===== config.mk =====
export PLATFORM = sky130hd
export DESIGN_NAME = vectorTop
export DESIGN_NICKNAME = d
export VERILOG_FILES = /design/src/hdl/vectorPkg.sv /design/src/hdl/clockEnables.sv /design/src/hdl/lineQueue.sv /design/src/hdl/lineRasterizer.sv /design/src/hdl/vectorTop.sv
export SDC_FILE = /design/constraint.sdc
export NUM_CORES = 1
export LEC_CHECK = 0
export BUFFER_PORTS_ARGS = -buffer_cell sky130_fd_sc_hd__buf_2
export CAP_MARGIN = 10
export CELL_PAD_IN_SITES_DETAIL_PLACEMENT = 0
export CELL_PAD_IN_SITES_GLOBAL_PLACEMENT = 1
export CORE_MARGIN = 5
export CORE_UTILIZATION = 46
export CTS_BUF_LIST = sky130_fd_sc_hd__clkbuf_16
export DETAILED_ROUTE_END_ITERATION = 16
export PLACE_DENSITY = 0.81
export SKIP_CTS_REPAIR_TIMING = 1
export SLEW_MARGIN = 0
export SYNTH_ARGS = -nofsm -noshare
export SYNTH_HDL_FRONTEND = slang
export SYNTH_SLANG_ARGS = --single-unit

===== constraint.sdc =====
create_clock -name clk -period 6.55 [get_ports clk]
set_input_delay 0.3275 -clock clk [delete_from_list [all_inputs] [get_ports clk]]
set_output_delay 0.3275 -clock clk [all_outputs]
set_load 0.02 [all_outputs]

===== src/hdl/vectorPkg.sv =====
package vectorPkg;

  //////////////////////////////
  // Screen geometry
  //////////////////////////////

  // Signed so endpoints may sit off screen and get clipped
  localparam int coordW = 13;

  localparam int screenW = 640;
  localparam int screenH = 480;

  // 640 x 480 needs 19 bits of linear address
  localparam int fbAddrW = 19;

  typedef logic signed [coordW-1:0] coordT;

  //////////////////////////////
  // Vector and pixel records
  //////////////////////////////

  // One queued vector from the vector generator
  typedef struct packed {
    coordT      startX;
    coordT      startY;
    coordT      endX;
    coordT      endY;
    logic [3:0] intensity;
  } lineSeg;

  // One framebuffer write
  typedef struct packed {
    coordT              x;
    coordT              y;
    logic [fbAddrW-1:0] addr;
    logic [3:0]         color;
  } pixelWrite;

endpackage


===== src/hdl/clockEnables.sv =====
module clockEnables #(
  parameter int clkDiv = 8,
  parameter int nmiDiv = 224
) (
  input  logic clk,
  input  logic rst,
  output logic drawEn,
  output logic nmi
);

  // Keep at least one bit when a divisor is 1
  localparam int drawCntW = (clkDiv > 1) ? $clog2(clkDiv) : 1;
  localparam int nmiCntW  = (nmiDiv > 1) ? $clog2(nmiDiv) : 1;

  logic [drawCntW-1:0] drawCnt;
  logic [nmiCntW-1:0]  nmiCnt;
  logic                drawWrap;
  logic                nmiWrap;

  assign drawWrap = (drawCnt == drawCntW'(clkDiv - 1));
  assign nmiWrap  = (nmiCnt == nmiCntW'(nmiDiv - 1));

  // Draw step strobe
  always_ff @(posedge clk) begin
    if (rst) begin
      drawCnt <= '0;
      drawEn  <= 1'b0;
    end else begin
      drawEn  <= drawWrap;
      drawCnt <= drawWrap ? '0 : drawCnt + 1'b1;
    end
  end

  // Periodic NMI with the first pulse one full period after reset
  always_ff @(posedge clk) begin
    if (rst) begin
      nmiCnt <= '0;
      nmi    <= 1'b0;
    end else begin
      nmi    <= nmiWrap;
      nmiCnt <= nmiWrap ? '0 : nmiCnt + 1'b1;
    end
  end

endmodule


===== src/hdl/lineQueue.sv =====
module lineQueue #(
  parameter int  queueDepth = 4,
  parameter type payloadT   = vectorPkg::lineSeg
) (
  input  logic    clk,
  input  logic    rst,
  input  logic    write,
  input  logic    read,
  input  payloadT dataIn,
  output payloadT dataOut,
  output logic    full,
  output logic    empty
);

  localparam int ptrW = (queueDepth > 1) ? $clog2(queueDepth) : 1;
  localparam int cntW = $clog2(queueDepth + 1);

  payloadT         entries [queueDepth];
  logic [ptrW-1:0] rdPtr;
  logic [ptrW-1:0] wrPtr;
  logic [cntW-1:0] count;
  logic            doWrite;
  logic            doRead;

  // Wrap explicitly so any depth works, not only powers of two
  function automatic logic [ptrW-1:0] nextPtr(input logic [ptrW-1:0] ptr);
    if (ptr == ptrW'(queueDepth - 1)) begin
      return '0;
    end
    return ptr + 1'b1;
  endfunction

  assign full    = (count == cntW'(queueDepth));
  assign empty   = (count == '0);
  assign doWrite = write && !full;
  assign doRead  = read && !empty;

  // Head entry is always visible
  assign dataOut = entries[rdPtr];

  always_ff @(posedge clk) begin
    if (rst) begin
      rdPtr <= '0;
      wrPtr <= '0;
      count <= '0;
    end else begin
      if (doWrite) begin
        wrPtr <= nextPtr(wrPtr);
      end
      if (doRead) begin
        rdPtr <= nextPtr(rdPtr);
      end
      case ({doWrite, doRead})
        2'b10:   count <= count + 1'b1;
        2'b01:   count <= count - 1'b1;
        default: count <= count;
      endcase
    end
  end

  always_ff @(posedge clk) begin
    if (doWrite) begin
      entries[wrPtr] <= dataIn;
    end
  end

endmodule


===== src/hdl/lineRasterizer.sv =====
module lineRasterizer (
  input  logic                 clk,
  input  logic                 rst,
  input  logic                 drawEn,
  input  logic                 empty,
  input  vectorPkg::lineSeg    seg,
  output logic                 read,
  output logic                 pixelValid,
  output logic                 lineDone,
  output vectorPkg::pixelWrite pixel
);

  // Headroom for the doubled error term
  localparam int errW  = vectorPkg::coordW + 3;
  localparam int addrW = vectorPkg::fbAddrW;

  typedef enum logic {
    stIdle,
    stDrawing
  } rastStateT;

  rastStateT              state;
  vectorPkg::coordT       curX;
  vectorPkg::coordT       curY;
  vectorPkg::coordT       endX;
  vectorPkg::coordT       endY;
  logic signed [1:0]      stepX;
  logic signed [1:0]      stepY;
  logic signed [errW-1:0] dx;
  logic signed [errW-1:0] dy;
  logic signed [errW-1:0] err;
  logic [3:0]             color;

  logic signed [errW-1:0] diffX;
  logic signed [errW-1:0] diffY;
  logic signed [errW-1:0] err2;
  logic signed [errW-1:0] errNext;
  vectorPkg::coordT       nextX;
  vectorPkg::coordT       nextY;
  logic                   onScreen;
  logic                   lastPoint;
  logic [addrW-1:0]       pointAddr;

  // Pull the head segment whenever idle and something is queued
  assign read = (state == stIdle) && !empty;

  assign diffX = errW'(seg.endX) - errW'(seg.startX);
  assign diffY = errW'(seg.endY) - errW'(seg.startY);

  //////////////////////////////
  // Bresenham step
  //////////////////////////////

  always_comb begin
    err2    = err <<< 1;
    errNext = err;
    nextX   = curX;
    nextY   = curY;
    if (err2 >= -dy) begin
      errNext = errNext - dy;
      nextX   = curX + vectorPkg::coordT'(stepX);
    end
    if (err2 <= dx) begin
      errNext = errNext + dx;
      nextY   = curY + vectorPkg::coordT'(stepY);
    end
  end

  assign lastPoint = (curX == endX) && (curY == endY);

  // Clip against the visible raster
  assign onScreen = (curX >= 0) && (curX < vectorPkg::screenW) &&
                    (curY >= 0) && (curY < vectorPkg::screenH);

  assign pointAddr = addrW'(curY) * addrW'(vectorPkg::screenW) + addrW'(curX);

  //////////////////////////////
  // Control
  //////////////////////////////

  // lineDone holds for one cycle in drawing, then back to idle
  always_ff @(posedge clk) begin
    if (rst) begin
      state      <= stIdle;
      pixelValid <= 1'b0;
      lineDone   <= 1'b0;
    end else begin
      pixelValid <= 1'b0;
      lineDone   <= 1'b0;
      case (state)
        stIdle: begin
          if (read) begin
            state <= stDrawing;
          end
        end
        stDrawing: begin
          if (lineDone) begin
            state <= stIdle;
          end else if (drawEn) begin
            pixelValid <= onScreen;
            lineDone   <= lastPoint;
          end
        end
        default: state <= stIdle;
      endcase
    end
  end

  // Datapath
  always_ff @(posedge clk) begin
    if (read) begin
      curX  <= seg.startX;
      curY  <= seg.startY;
      endX  <= seg.endX;
      endY  <= seg.endY;
      color <= seg.intensity;
      dx    <= diffX[errW-1] ? -diffX : diffX;
      dy    <= diffY[errW-1] ? -diffY : diffY;
      stepX <= diffX[errW-1] ? -2'sd1 : 2'sd1;
      stepY <= diffY[errW-1] ? -2'sd1 : 2'sd1;
      err   <= (diffX[errW-1] ? -diffX : diffX) - (diffY[errW-1] ? -diffY : diffY);
    end else if ((state == stDrawing) && drawEn && !lineDone) begin
      pixel <= '{x: curX, y: curY, addr: pointAddr, color: color};
      curX  <= nextX;
      curY  <= nextY;
      err   <= errNext;
    end
  end

endmodule


===== src/hdl/vectorTop.sv =====
module vectorTop #(
  parameter int clkDiv     = 8,
  parameter int nmiDiv     = 224,
  parameter int queueDepth = 4
) (
  input  logic                 clk,
  input  logic                 rst,
  input  logic                 lrWrite,
  input  vectorPkg::lineSeg    segIn,
  output logic                 queueFull,
  output logic                 pixelValid,
  output logic                 lineDone,
  output logic                 nmi,
  output vectorPkg::pixelWrite pixelOut
);

  logic              drawEn;
  logic              queueEmpty;
  logic              queueRead;
  vectorPkg::lineSeg headSeg;

  clockEnables #(
    .clkDiv (clkDiv),
    .nmiDiv (nmiDiv)
  ) clockEnables_inst (
    .clk    (clk),
    .rst    (rst),
    .drawEn (drawEn),
    .nmi    (nmi)
  );

  // Line register queue between the vector generator and the rasterizer
  lineQueue #(
    .queueDepth (queueDepth),
    .payloadT   (vectorPkg::lineSeg)
  ) lineQueue_inst (
    .clk     (clk),
    .rst     (rst),
    .write   (lrWrite),
    .read    (queueRead),
    .dataIn  (segIn),
    .dataOut (headSeg),
    .full    (queueFull),
    .empty   (queueEmpty)
  );

  lineRasterizer lineRasterizer_inst (
    .clk        (clk),
    .rst        (rst),
    .drawEn     (drawEn),
    .empty      (queueEmpty),
    .seg        (headSeg),
    .read       (queueRead),
    .pixelValid (pixelValid),
    .lineDone   (lineDone),
    .pixel      (pixelOut)
  );

endmodule


==> results of run 1 <==
[layout by cell type (no fill, tap or decap), types with 11 or more instances in the layout]
cell type      count
ha_1             160
edfxtp_1         371
o21ai_0           72
inv_1            145
nand3_1           21
nor2b_1           14
mux4_2            56
a21oi_1          112
dlygate4sd3_1     37
buf_4             21
dfxtp_1           23
xor2_1            64
nand2_1           60
nor2_1            99
nand2b_1          22
clkbuf_16         42
nand4_1           11
buf_2            111
a21o_1            24
nor3_1            23
xnor2_1          101
nor4_1            15
o21bai_1          12
[cells in the mapped netlist (11+ instances only)]
master / count
a21o_1: 24
a21oi_1: 112
clkbuf_1: 20
dfxtp_1: 25
edfxtp_1: 371
ha_1: 160
inv_1: 134
mux4_2: 56
nand2_1: 60
nand2b_1: 22
nand3_1: 21
nand4_1: 11
nor2_1: 99
nor2b_1: 14
nor3_1: 24
nor4_1: 18
o21ai_0: 72
o21bai_1: 12
xnor2_1: 101
xor2_1: 64
[registers in the layout, summed over array words and instances (netlist names), 2 cells and up, named ones only]
| signal | flops |
|---|---|
| lineQueue_inst.count | 3 |
| lineRasterizer_inst.curY | 13 |
| lineRasterizer_inst.endY | 13 |
| lineRasterizer_inst.dx | 16 |
| lineQueue_inst.entries | 224 |
| lineQueue_inst.wrPtr | 2 |
| clockEnables_inst.drawCnt | 3 |
| lineRasterizer_inst.pixel | 42 |
| lineRasterizer_inst.dy | 16 |
| lineRasterizer_inst.color | 4 |
| lineRasterizer_inst.endX | 13 |
| lineQueue_inst.rdPtr | 2 |
| lineRasterizer_inst.curX | 13 |
| clockEnables_inst.nmiCnt | 8 |
| lineRasterizer_inst.err | 15 |
[area by class of cell]
| type | instances | share of cell area (%) |
|---|---|---|
| Inverter | 137 | 2.17 |
| Sequential cell | 396 | 48.5 |
| Clock buffer | 42 | 4.38 |
| Timing Repair Buffer | 170 | 4.59 |
| Clock inverter | 32 | 1.23 |
| Tap cell | 600 | 3.13 |
| Multi-Input combinational cell | 1032 | 36.0 |
[routing by layer]
metal  GRT usage (%)  vias to the layer above
li1                -                     6269
met1            25.3                     6330
met2            29.6                      290
met3            2.34                       71
met4            5.40                        0
met5               0                        -
[per-stage QoR]
step                      std cells  hold slack [ns]  setup slack [ns]
after floorplan                1604            0.399             0.208
after global placement         2298            0.406             0.336
after detailed placement       2298            0.415             0.286
after CTS                      2372          -0.0280             0.295
after global routing           2409        -0.000953            0.0227
final                          2409          0.00460             0.605
[worst register-to-register path, cell delays in order, from the launching register on]
cell,delay [ns]
dfxtp_4,0.56
buf_4,0.33
mux4_2,0.57
inv_1,0.08
ha_1,0.25
o21a_1,0.18
o31ai_2,0.09
a211o_1,0.33
a2111oi_4,0.33
o21a_1,0.23
nor2_1,0.05
a21oi_1,0.26
inv_1,0.11
fa_1,0.46
inv_1,0.07
a21oi_1,0.05
o21bai_1,0.20
a21o_1,0.15
a21o_1,0.14
a21oi_1,0.09
o21ai_0,0.45
o21ai_0,0.18
o21bai_2,0.19
a2111oi_2,0.09
a211o_1,0.25
[kinds of logic after synthesis]
family                   share of synthesized area [%]
buffers and inverters                             3.49
XOR/XNOR                                          7.18
AO/OA/AOI/OAI                                     8.87
adder cells (fa/ha/maj)                           10.5
other                                           0.0179
flip-flops                                        55.5
AND/OR/NAND/NOR                                   7.58
multiplexers                                      6.87
[final timing paths]
check	to	slack [ns]	start	cells past startpoint
worst max-delay path	lineRasterizer_inst.err[14]	0.60	flop	24
worst min-delay path	lineQueue_inst.entries[1][50]	0.005	segIn[50]	1
worst max register to register	lineRasterizer_inst.err[14]	0.60	flop	24
worst min register to register	lineRasterizer_inst.pixel[1]	0.42	lineRasterizer_inst.color[1]	0
==> key figures, run 1 <==
Synth
  • Cell taking the most area after synthesis: edfxtp_1
  • Synth Flop Type: edfxtp_1
  • Syn Inst Count: 1601
  • Post-synth EDFFs: approximately 370
  • Mapped cell area: around 0.021 sq mm
  • Library cells used by synthesis: 84
  • Ys async rst share: 0%
  • Synth area leaders: edfxtp_1 53%, ha_1 9.5%, mux4_2 6.0%
  • Post-synthesis sequential area ratio: 55.5%
  • Seq cells post-synth: 396
  • Yosys Warn Count: 0
  • Synth top area share: 53.1%
  • Synth Area per Inst: approximately 13 sq um

STA
  • Clk_skew: 0.0309 ns
  • Final Hold Vio Count: 0
  • Fmax: 168 MHz
  • Setup TNS: 0 ns
  • Fin crit period: 5.95 ns
  • Count of final max-slew check failures: 0
  • Slew HR: 28.8%
  • Period utilization: between 90% and 100%
  • Slew @ Worst Pin: about 1.1 ns
  • Final setup vio count: 0
  • RSZ-0062 raised after global routing: false

Clocking
  • Skew-Pair Late Insertion Delay: 0.55 ns
  • Reg clk slew, reported paths: 0.06 ns
  • CTS tree: done
  • CTS Buf Count: 41
  • CTS Sinks: 396
  • CTS HTree Levels: 2
  • Max Root-Sink Buffers: 3
  • Root Buffer: clkbuf_16

Global routing
  • Remaining Overflow, GRT: 0
  • Initial antenna violation count: 0
  • Vias in the first global route: 12700
  • Largest net degree at the start of global routing: 70
  • First-pass GRT wire length: roughly 71000 um
  • All-Layer GR Usage: between 10% and 20%

Route
  • TritonRoute pass-1 iters: 6
  • Via count: 13000
  • Top layer in use: met4
  • Post-DRT Antenna Nets: 0
  • WL final: ~46000 um
  • WL/cell: 19.1 um
  • WL met2: 22000 um
  • Via density per instance: 5.38
  • Remaining DRCs: 0
  • DR WL met3: 1830 um
  • Iter 0 DRT Violations: 851
  • Met1 WL: 20900 um

Cells and area
  • Multi-input logic area: slightly below 0.009 sq mm
  • Antenna Cells: 0
  • Area growth syn-to-layout: 14.5%
  • Share of cells above drive strength 1: 16.5%
  • Filler Cell Count: 3762
  • Seq. cell area: around 0.012 sq mm
  • Post-Layout Inst Area: between 0.02 and 0.025 sq mm
  • Fin util: 53.1%
  • Final nets: 2007

Worst setup path
  • Crit-path max FO: 16
  • Worst setup EP type: flop
  • CP delay by family, top: compound AO/OA/AOI/OAI gates
  • Worst path cell trace: buf_4, mux4_2, inv_1, ha_1, o21a_1, o31ai_2, a211o_1, a2111oi_4, o21a_1, nor2_1, a21oi_1, inv_1, fa_1, inv_1, a21oi_1, o21bai_1, a21o_1, a21o_1, a21oi_1, o21ai_0, o21ai_0, o21bai_2, a2111oi_2, a211o_1
  • Crit path DAT: around 6.3 ns
  • Slowest stage delay, CP: about 0.57 ns
  • CP bufs+invs: 4
  • Worst path slowest cell: mux4_2
  • Startpoint Class: flop
  • CP Class: flop to flop
  • Req. time, crit path: between 6 and 7 ns

Floorplanning
  • Core Region: 0.0453 sq mm
  • Die width: 224 um
  • DIE HEIGHT: 224 um
  • Starting Density: 46.3%
  • Ports: 112
  • Cell row count: around 80
  • DIE AREA: between 0.04 and 0.05 sq mm

Placement
  • Gpl congestion: 0.852
  • Port-buffer cells: between 100 and 150
  • Hpwl dp: 33300 um
  • Dpl cell area: 0.0223 sq mm

Flow run
  • Maxcap violations: 0

Outcome
  • Status: complete, no violations

Hold path
  • Worst hold-check path type: primary input to flop
Power of run 1 is not shown: default switching activity piles up to over one toggle a cycle in this logic, so the estimate is an artifact.
==> run 2, diff against run 1 <==
--- a/config.mk
+++ b/config.mk
@@ -9,6 +9,7 @@
 export CAP_MARGIN = 10
 export CELL_PAD_IN_SITES_DETAIL_PLACEMENT = 0
 export CELL_PAD_IN_SITES_GLOBAL_PLACEMENT = 1
+export CORE_ASPECT_RATIO = 1.1
 export CORE_MARGIN = 5
 export CORE_UTILIZATION = 46
 export CTS_BUF_LIST = sky130_fd_sc_hd__clkbuf_16
==> run 2 against run 1 <==
  * Critical path depth up 1
  * Design area down 0.68%
  * Sequential share of layout area up 0.33 points
  * Global-route usage down 0.40 points
  * Clock skew down 0.010 ns
  * Maximum frequency down 3.9%
  * Final cell count down 0.95%
  * Die area about the same
  * Critical endpoint unchanged
==> key figures, run 2 (synthesis gave the netlist of run 1 again) <==
Outcome
  • Status: complete, no violations

Clocking
  • Root Buffer: clkbuf_16
  • Reg clk slew, reported paths: 0.06 ns
  • CTS HTree Levels: 2
  • CTS tree: done
  • Max Root-Sink Buffers: 3
  • CTS Buf Count: 40
  • Skew-Pair Late Insertion Delay: 0.55 ns
  • CTS Sinks: 396

Global routing
  • GR Util met1: between 20% and 30%
  • Vias in the first global route: 12700
  • Global routing's busiest layer: met2
  • Initial antenna violation count: 0
  • Largest net degree at the start of global routing: 69
  • Remaining Overflow, GRT: 0
  • First-pass GRT wire length: 69400 um
  • Grt met2 use: 30.2%
  • Met3 usage: 2.46%
  • All-Layer GR Usage: 17.6%

STA
  • Fmax: 162 MHz
  • RSZ-0062 raised after global routing: false
  • Slew HR: 31.1%
  • Period utilization: between 90% and 100%
  • Fin crit period: 6.19 ns
  • Worst setup margin: 0.361 ns
  • Clk_skew: 0.0210 ns
  • Count of final max-slew check failures: 0
  • Final setup vio count: 0
  • Setup TNS: 0 ns
  • Slew @ Worst Pin: 1.03 ns
  • Final Hold Vio Count: 0

Worst setup path
  • Crit path DAT: 6.47 ns
  • Worst R2R Path Depth: 25
  • CP Class: flop to flop
  • CP Capture Point: lineRasterizer_inst.err[14]
  • Crit-path max FO: 6
  • CP Launch Point: lineRasterizer_inst.dy[1]
  • Req. time, crit path: 6.83 ns
  • Reg2Reg Setup Slack: 0.36 ns
  • Startpoint Class: flop
  • Reg2reg start: lineRasterizer_inst.dy[1]
  • Reg-to-reg endpoint: lineRasterizer_inst.err[14]
  • Worst setup EP type: flop

Floorplanning
  • Core Region: approximately 0.045 sq mm
  • Cell row count: 82
  • DIE HEIGHT: 234 um
  • Ports: 112
  • Starting Density: 46.2%
  • DIE AREA: about 0.050 sq mm
  • Die width: roughly 210 um

Route
  • Iter 0 DRT Violations: 751
  • TritonRoute pass-1 iters: 7
  • Remaining DRCs: 0
  • Post-DRT Antenna Nets: 0
  • WL final: 44300 um
  • WL/cell: 18.6 um
  • Via density per instance: 5.36
  • Via count: 12800

Placement
  • Port-buffer cells: 111
  • Hpwl dp: between 30000 and 40000 um
  • Gpl congestion: ~0.86
  • Post-Place Worst Slack: ~0.26 ns

Cells and area
  • Fin util: 52.6%
  • Max reg flops: 224
  • Biggest register: lineQueue_inst.entries
  • Antenna Cells: 0
  • Final nets: ~2000
  • Filler Cell Count: 3845
  • Largest regs: lineQueue_inst.entries (224), lineRasterizer_inst.pixel (42)
  • Commonest non-fill, non-tap cell in the layout: edfxtp_1
  • Area growth syn-to-layout: 13.8%
  • Share of cells above drive strength 1: 16.8%
  • Most frequent cells in the layout: 371 x edfxtp_1, 160 x ha_1, 137 x inv_1

Flow run
  • Maxcap violations: 0

Hold path
  • Worst Hold Depth: 1
  • Worst hold-check path type: primary input to flop
[run 2: cell types whose count changed in the layout (fill, tap and decap cells not counted), moves of 2 or more]
cell	change
inv_1	-8
clkinv_1	-4
bufinv_16	-2
buf_12	+2
dlygate4sd3_1	-7
buf_4	-4
clkinv_2	+7
inv_4	+2
[run 2: final cells by class]
class	count	area (sq um)	area share [%]
clock buffers	41	1030	4.30
repair buffers	161	1040	4.37
multi-input cells	1032	8630	36.2
flip-flops and latches	396	11600	48.8
clock inverters	31	255	1.07
well taps	588	736	3.08
inverters	137	520	2.18
[run 2: worst min path at each step]
stage                                             from                            end
after floorplan                                    rst       clockEnables_inst.drawEn
after global placement    lineRasterizer_inst.color[0]   lineRasterizer_inst.pixel[0]
after detailed placement  lineRasterizer_inst.color[0]   lineRasterizer_inst.pixel[0]
after CTS                                    segIn[18]  lineQueue_inst.entries[1][18]
after global routing                         segIn[25]  lineQueue_inst.entries[3][25]
final                                        segIn[21]  lineQueue_inst.entries[3][21]
[run 2: per-layer routing]
layer	part of all wire [%]	routed length [um]
met1	44	19400
met2	50	22200
met3	3.9	1730
met4	2.2	965
met5	0	0
[run 2: worst max-delay path, stage by stage, from the launching register on]
cell and delay [ns]:
edfxtp_1 0.43, inv_1 0.14, ha_1 0.27, nand2_1 0.13
nor4_1 0.39, nand3_1 0.16, xnor2_1 0.15, ha_1 0.30
nand2_1 0.08, nor4_2 0.32, o21ai_0 0.13, a21oi_1 0.15
a211o_1 0.24, mux2_2 0.40, fa_1 0.44, a21o_1 0.18
a21oi_1 0.21, o21ai_0 0.19, o31a_1 0.33, a41oi_1 0.32
a21oi_1 0.11, a21oi_1 0.18, xnor2_1 0.13, nand2_1 0.08
xnor2_1 0.18, a211o_1 0.29
[run 2: through the flow]
stage | hold WS [ns] | area, sq um | instances
after floorplan | 0.399 | 21000 | 1604
after global placement | 0.412 | 22300 | 2284
after detailed placement | 0.416 | 22300 | 2284
after CTS | -0.0315 | 23500 | 2356
after global routing | -0.00106 | 23900 | 2386
final | 0.00495 | 23900 | 2386
Power of run 2 is left out for the same reason.
==> run 3, diff against run 2 <==
--- a/config.mk
+++ b/config.mk
@@ -9,7 +9,7 @@
 export CAP_MARGIN = 10
 export CELL_PAD_IN_SITES_DETAIL_PLACEMENT = 0
 export CELL_PAD_IN_SITES_GLOBAL_PLACEMENT = 1
-export CORE_ASPECT_RATIO = 1.1
+export CORE_ASPECT_RATIO = 2
 export CORE_MARGIN = 5
 export CORE_UTILIZATION = 46
 export CTS_BUF_LIST = sky130_fd_sc_hd__clkbuf_16
==> run 3 against run 2 <==
  * The run now ends with negative hold slack left
  * Critical endpoint unchanged
  * Global-route usage up 2.0 points
  * Sequential share of layout area down 0.24 points
  * Register-to-register slack better by 0.14 ns
==> key figures, run 3 (synthesis gave the netlist of run 1 again) <==
Cells and area
  • Max reg flops: 224
  • Area growth syn-to-layout: 14.3%
  • Filler Cell Count: 3799
  • Biggest register: lineQueue_inst.entries
  • Commonest non-fill, non-tap cell in the layout: edfxtp_1
  • Most frequent cells in the layout: 371 x edfxtp_1, 160 x ha_1, 140 x inv_1
  • Share of cells above drive strength 1: 16.4%
  • Largest regs: lineQueue_inst.entries (224), lineRasterizer_inst.pixel (42)
  • Antenna Cells: 0
  • Fin util: a little over half
  • Final nets: ~2000

Route
  • Post-DRT Antenna Nets: 0
  • Remaining DRCs: 0
  • TritonRoute pass-1 iters: 4
  • WL/cell: 21.2 um
  • WL final: 50200 um
  • Iter 0 DRT Violations: 672
  • Via density per instance: 5.52
  • Via count: 13100

Clocking
  • Reg clk slew, reported paths: roughly 0.070 ns
  • CTS Buf Count: 36
  • CTS Sinks: 396
  • CTS tree: done
  • CTS HTree Levels: 2
  • Root Buffer: clkbuf_16
  • Skew-Pair Late Insertion Delay: approximately 0.56 ns
  • Max Root-Sink Buffers: 3

STA
  • Period utilization: between 90% and 100%
  • Count of final max-slew check failures: 0
  • Clk_skew: 0.0299 ns
  • Slew @ Worst Pin: 0.889 ns
  • Final Hold Vio Count: 2
  • Final setup vio count: 0
  • Slew HR: 40.6%
  • Fin crit period: 6.05 ns
  • Fmax: around 170 MHz
  • Setup TNS: 0 ns
  • Hold_ws: -0.000218 ns
  • RSZ-0062 raised after global routing: false

Floorplanning
  • Cell row count: 110
  • Core Region: 0.0451 sq mm
  • Starting Density: 46.5%
  • DIE HEIGHT: ~310 um
  • Ports: 112
  • DIE AREA: 0.0502 sq mm
  • Die width: 161 um

Worst setup path
  • Startpoint Class: flop
  • Worst setup EP type: flop
  • Crit-path max FO: 4
  • Crit path DAT: between 6 and 7 ns
  • Req. time, crit path: 6.85 ns
  • CP Class: flop to flop

Flow run
  • Maxcap violations: 0

Global routing
  • First-pass GRT wire length: 75900 um
  • Remaining Overflow, GRT: 0
  • Vias in the first global route: 13600
  • All-Layer GR Usage: around a fifth
  • Largest net degree at the start of global routing: 60
  • Initial antenna violation count: 0

Placement
  • Port-buffer cells: 111
  • Hpwl dp: 37900 um
  • Gpl congestion: 0.885

Outcome
  • Failing checks: negative hold slack
  • Status: finished, violations left

Hold path
  • Worst hold-check path type: primary input to flop
## run 3: metal layers
layer	track usage (%)	vias up	share of wire (%)
met3	1.91	121	2.8
met5	0	-	0
met1	19.7	6382	35
li1	-	6287	-
met2	38.2	296	56
met4	11.5	0	6.4
## run 3: path summary, 6_finish.rpt
check | startpoint | cells past startpoint | to | slack, ns
setup / recovery | lineRasterizer_inst.dy[2] | 27 | lineRasterizer_inst.err[14] | 0.50
hold / removal | segIn[23] | 1 | lineQueue_inst.entries[2][23] | -0.0002
setup reg to reg | lineRasterizer_inst.dy[2] | 27 | lineRasterizer_inst.err[14] | 0.50
hold reg to reg | lineRasterizer_inst.color[3] | 0 | lineRasterizer_inst.pixel[3] | 0.43
## run 3: cell type report
cell class                      instances  area (sq um)  share of cell area [%]
Clock inverter                         28           279                    1.16
Sequential cell                       396         11600                    48.6
Timing Repair Buffer                  181          1250                    5.22
Inverter                              137           520                    2.17
Clock buffer                           37           926                    3.86
Multi-Input combinational cell       1032          8650                    36.1
Tap cell                              560           701                    2.92
## run 3: critical path: stages, from the launching register on
cell	delay (ns)
edfxtp_1	0.42
inv_1	0.14
nand4_1	0.13
nor2_1	0.14
nand2_1	0.11
nor3_2	0.18
nand2_1	0.16
nor4_2	0.20
xnor2_1	0.10
ha_1	0.28
nand2_1	0.07
nor4_2	0.31
o21ai_0	0.14
a21oi_1	0.17
a211o_1	0.23
mux2_2	0.40
fa_1	0.43
a21o_1	0.18
a21oi_1	0.27
o21ai_1	0.16
o31a_1	0.33
a41oi_2	0.26
a21oi_1	0.10
a21oi_1	0.18
xnor2_1	0.14
nand2_1	0.08
xnor2_1	0.18
a211o_1	0.30
## run 3: stage by stage
stage / std cells / setup WS, ns / hold WS (ns) / instance area [sq um]
2_1_floorplan: 1604 / 0.208 / 0.399 / 21000
3_3_place_gp: 2259 / 0.273 / 0.404 / 22300
3_5_place_dp: 2259 / 0.157 / 0.408 / 22300
4_1_cts: 2324 / 0.141 / -0.0423 / 23500
5_1_grt: 2371 / 0.00381 / -0.00555 / 24000
6_report: 2371 / 0.501 / -0.000218 / 24000
Power of run 3 is left out for the same reason.
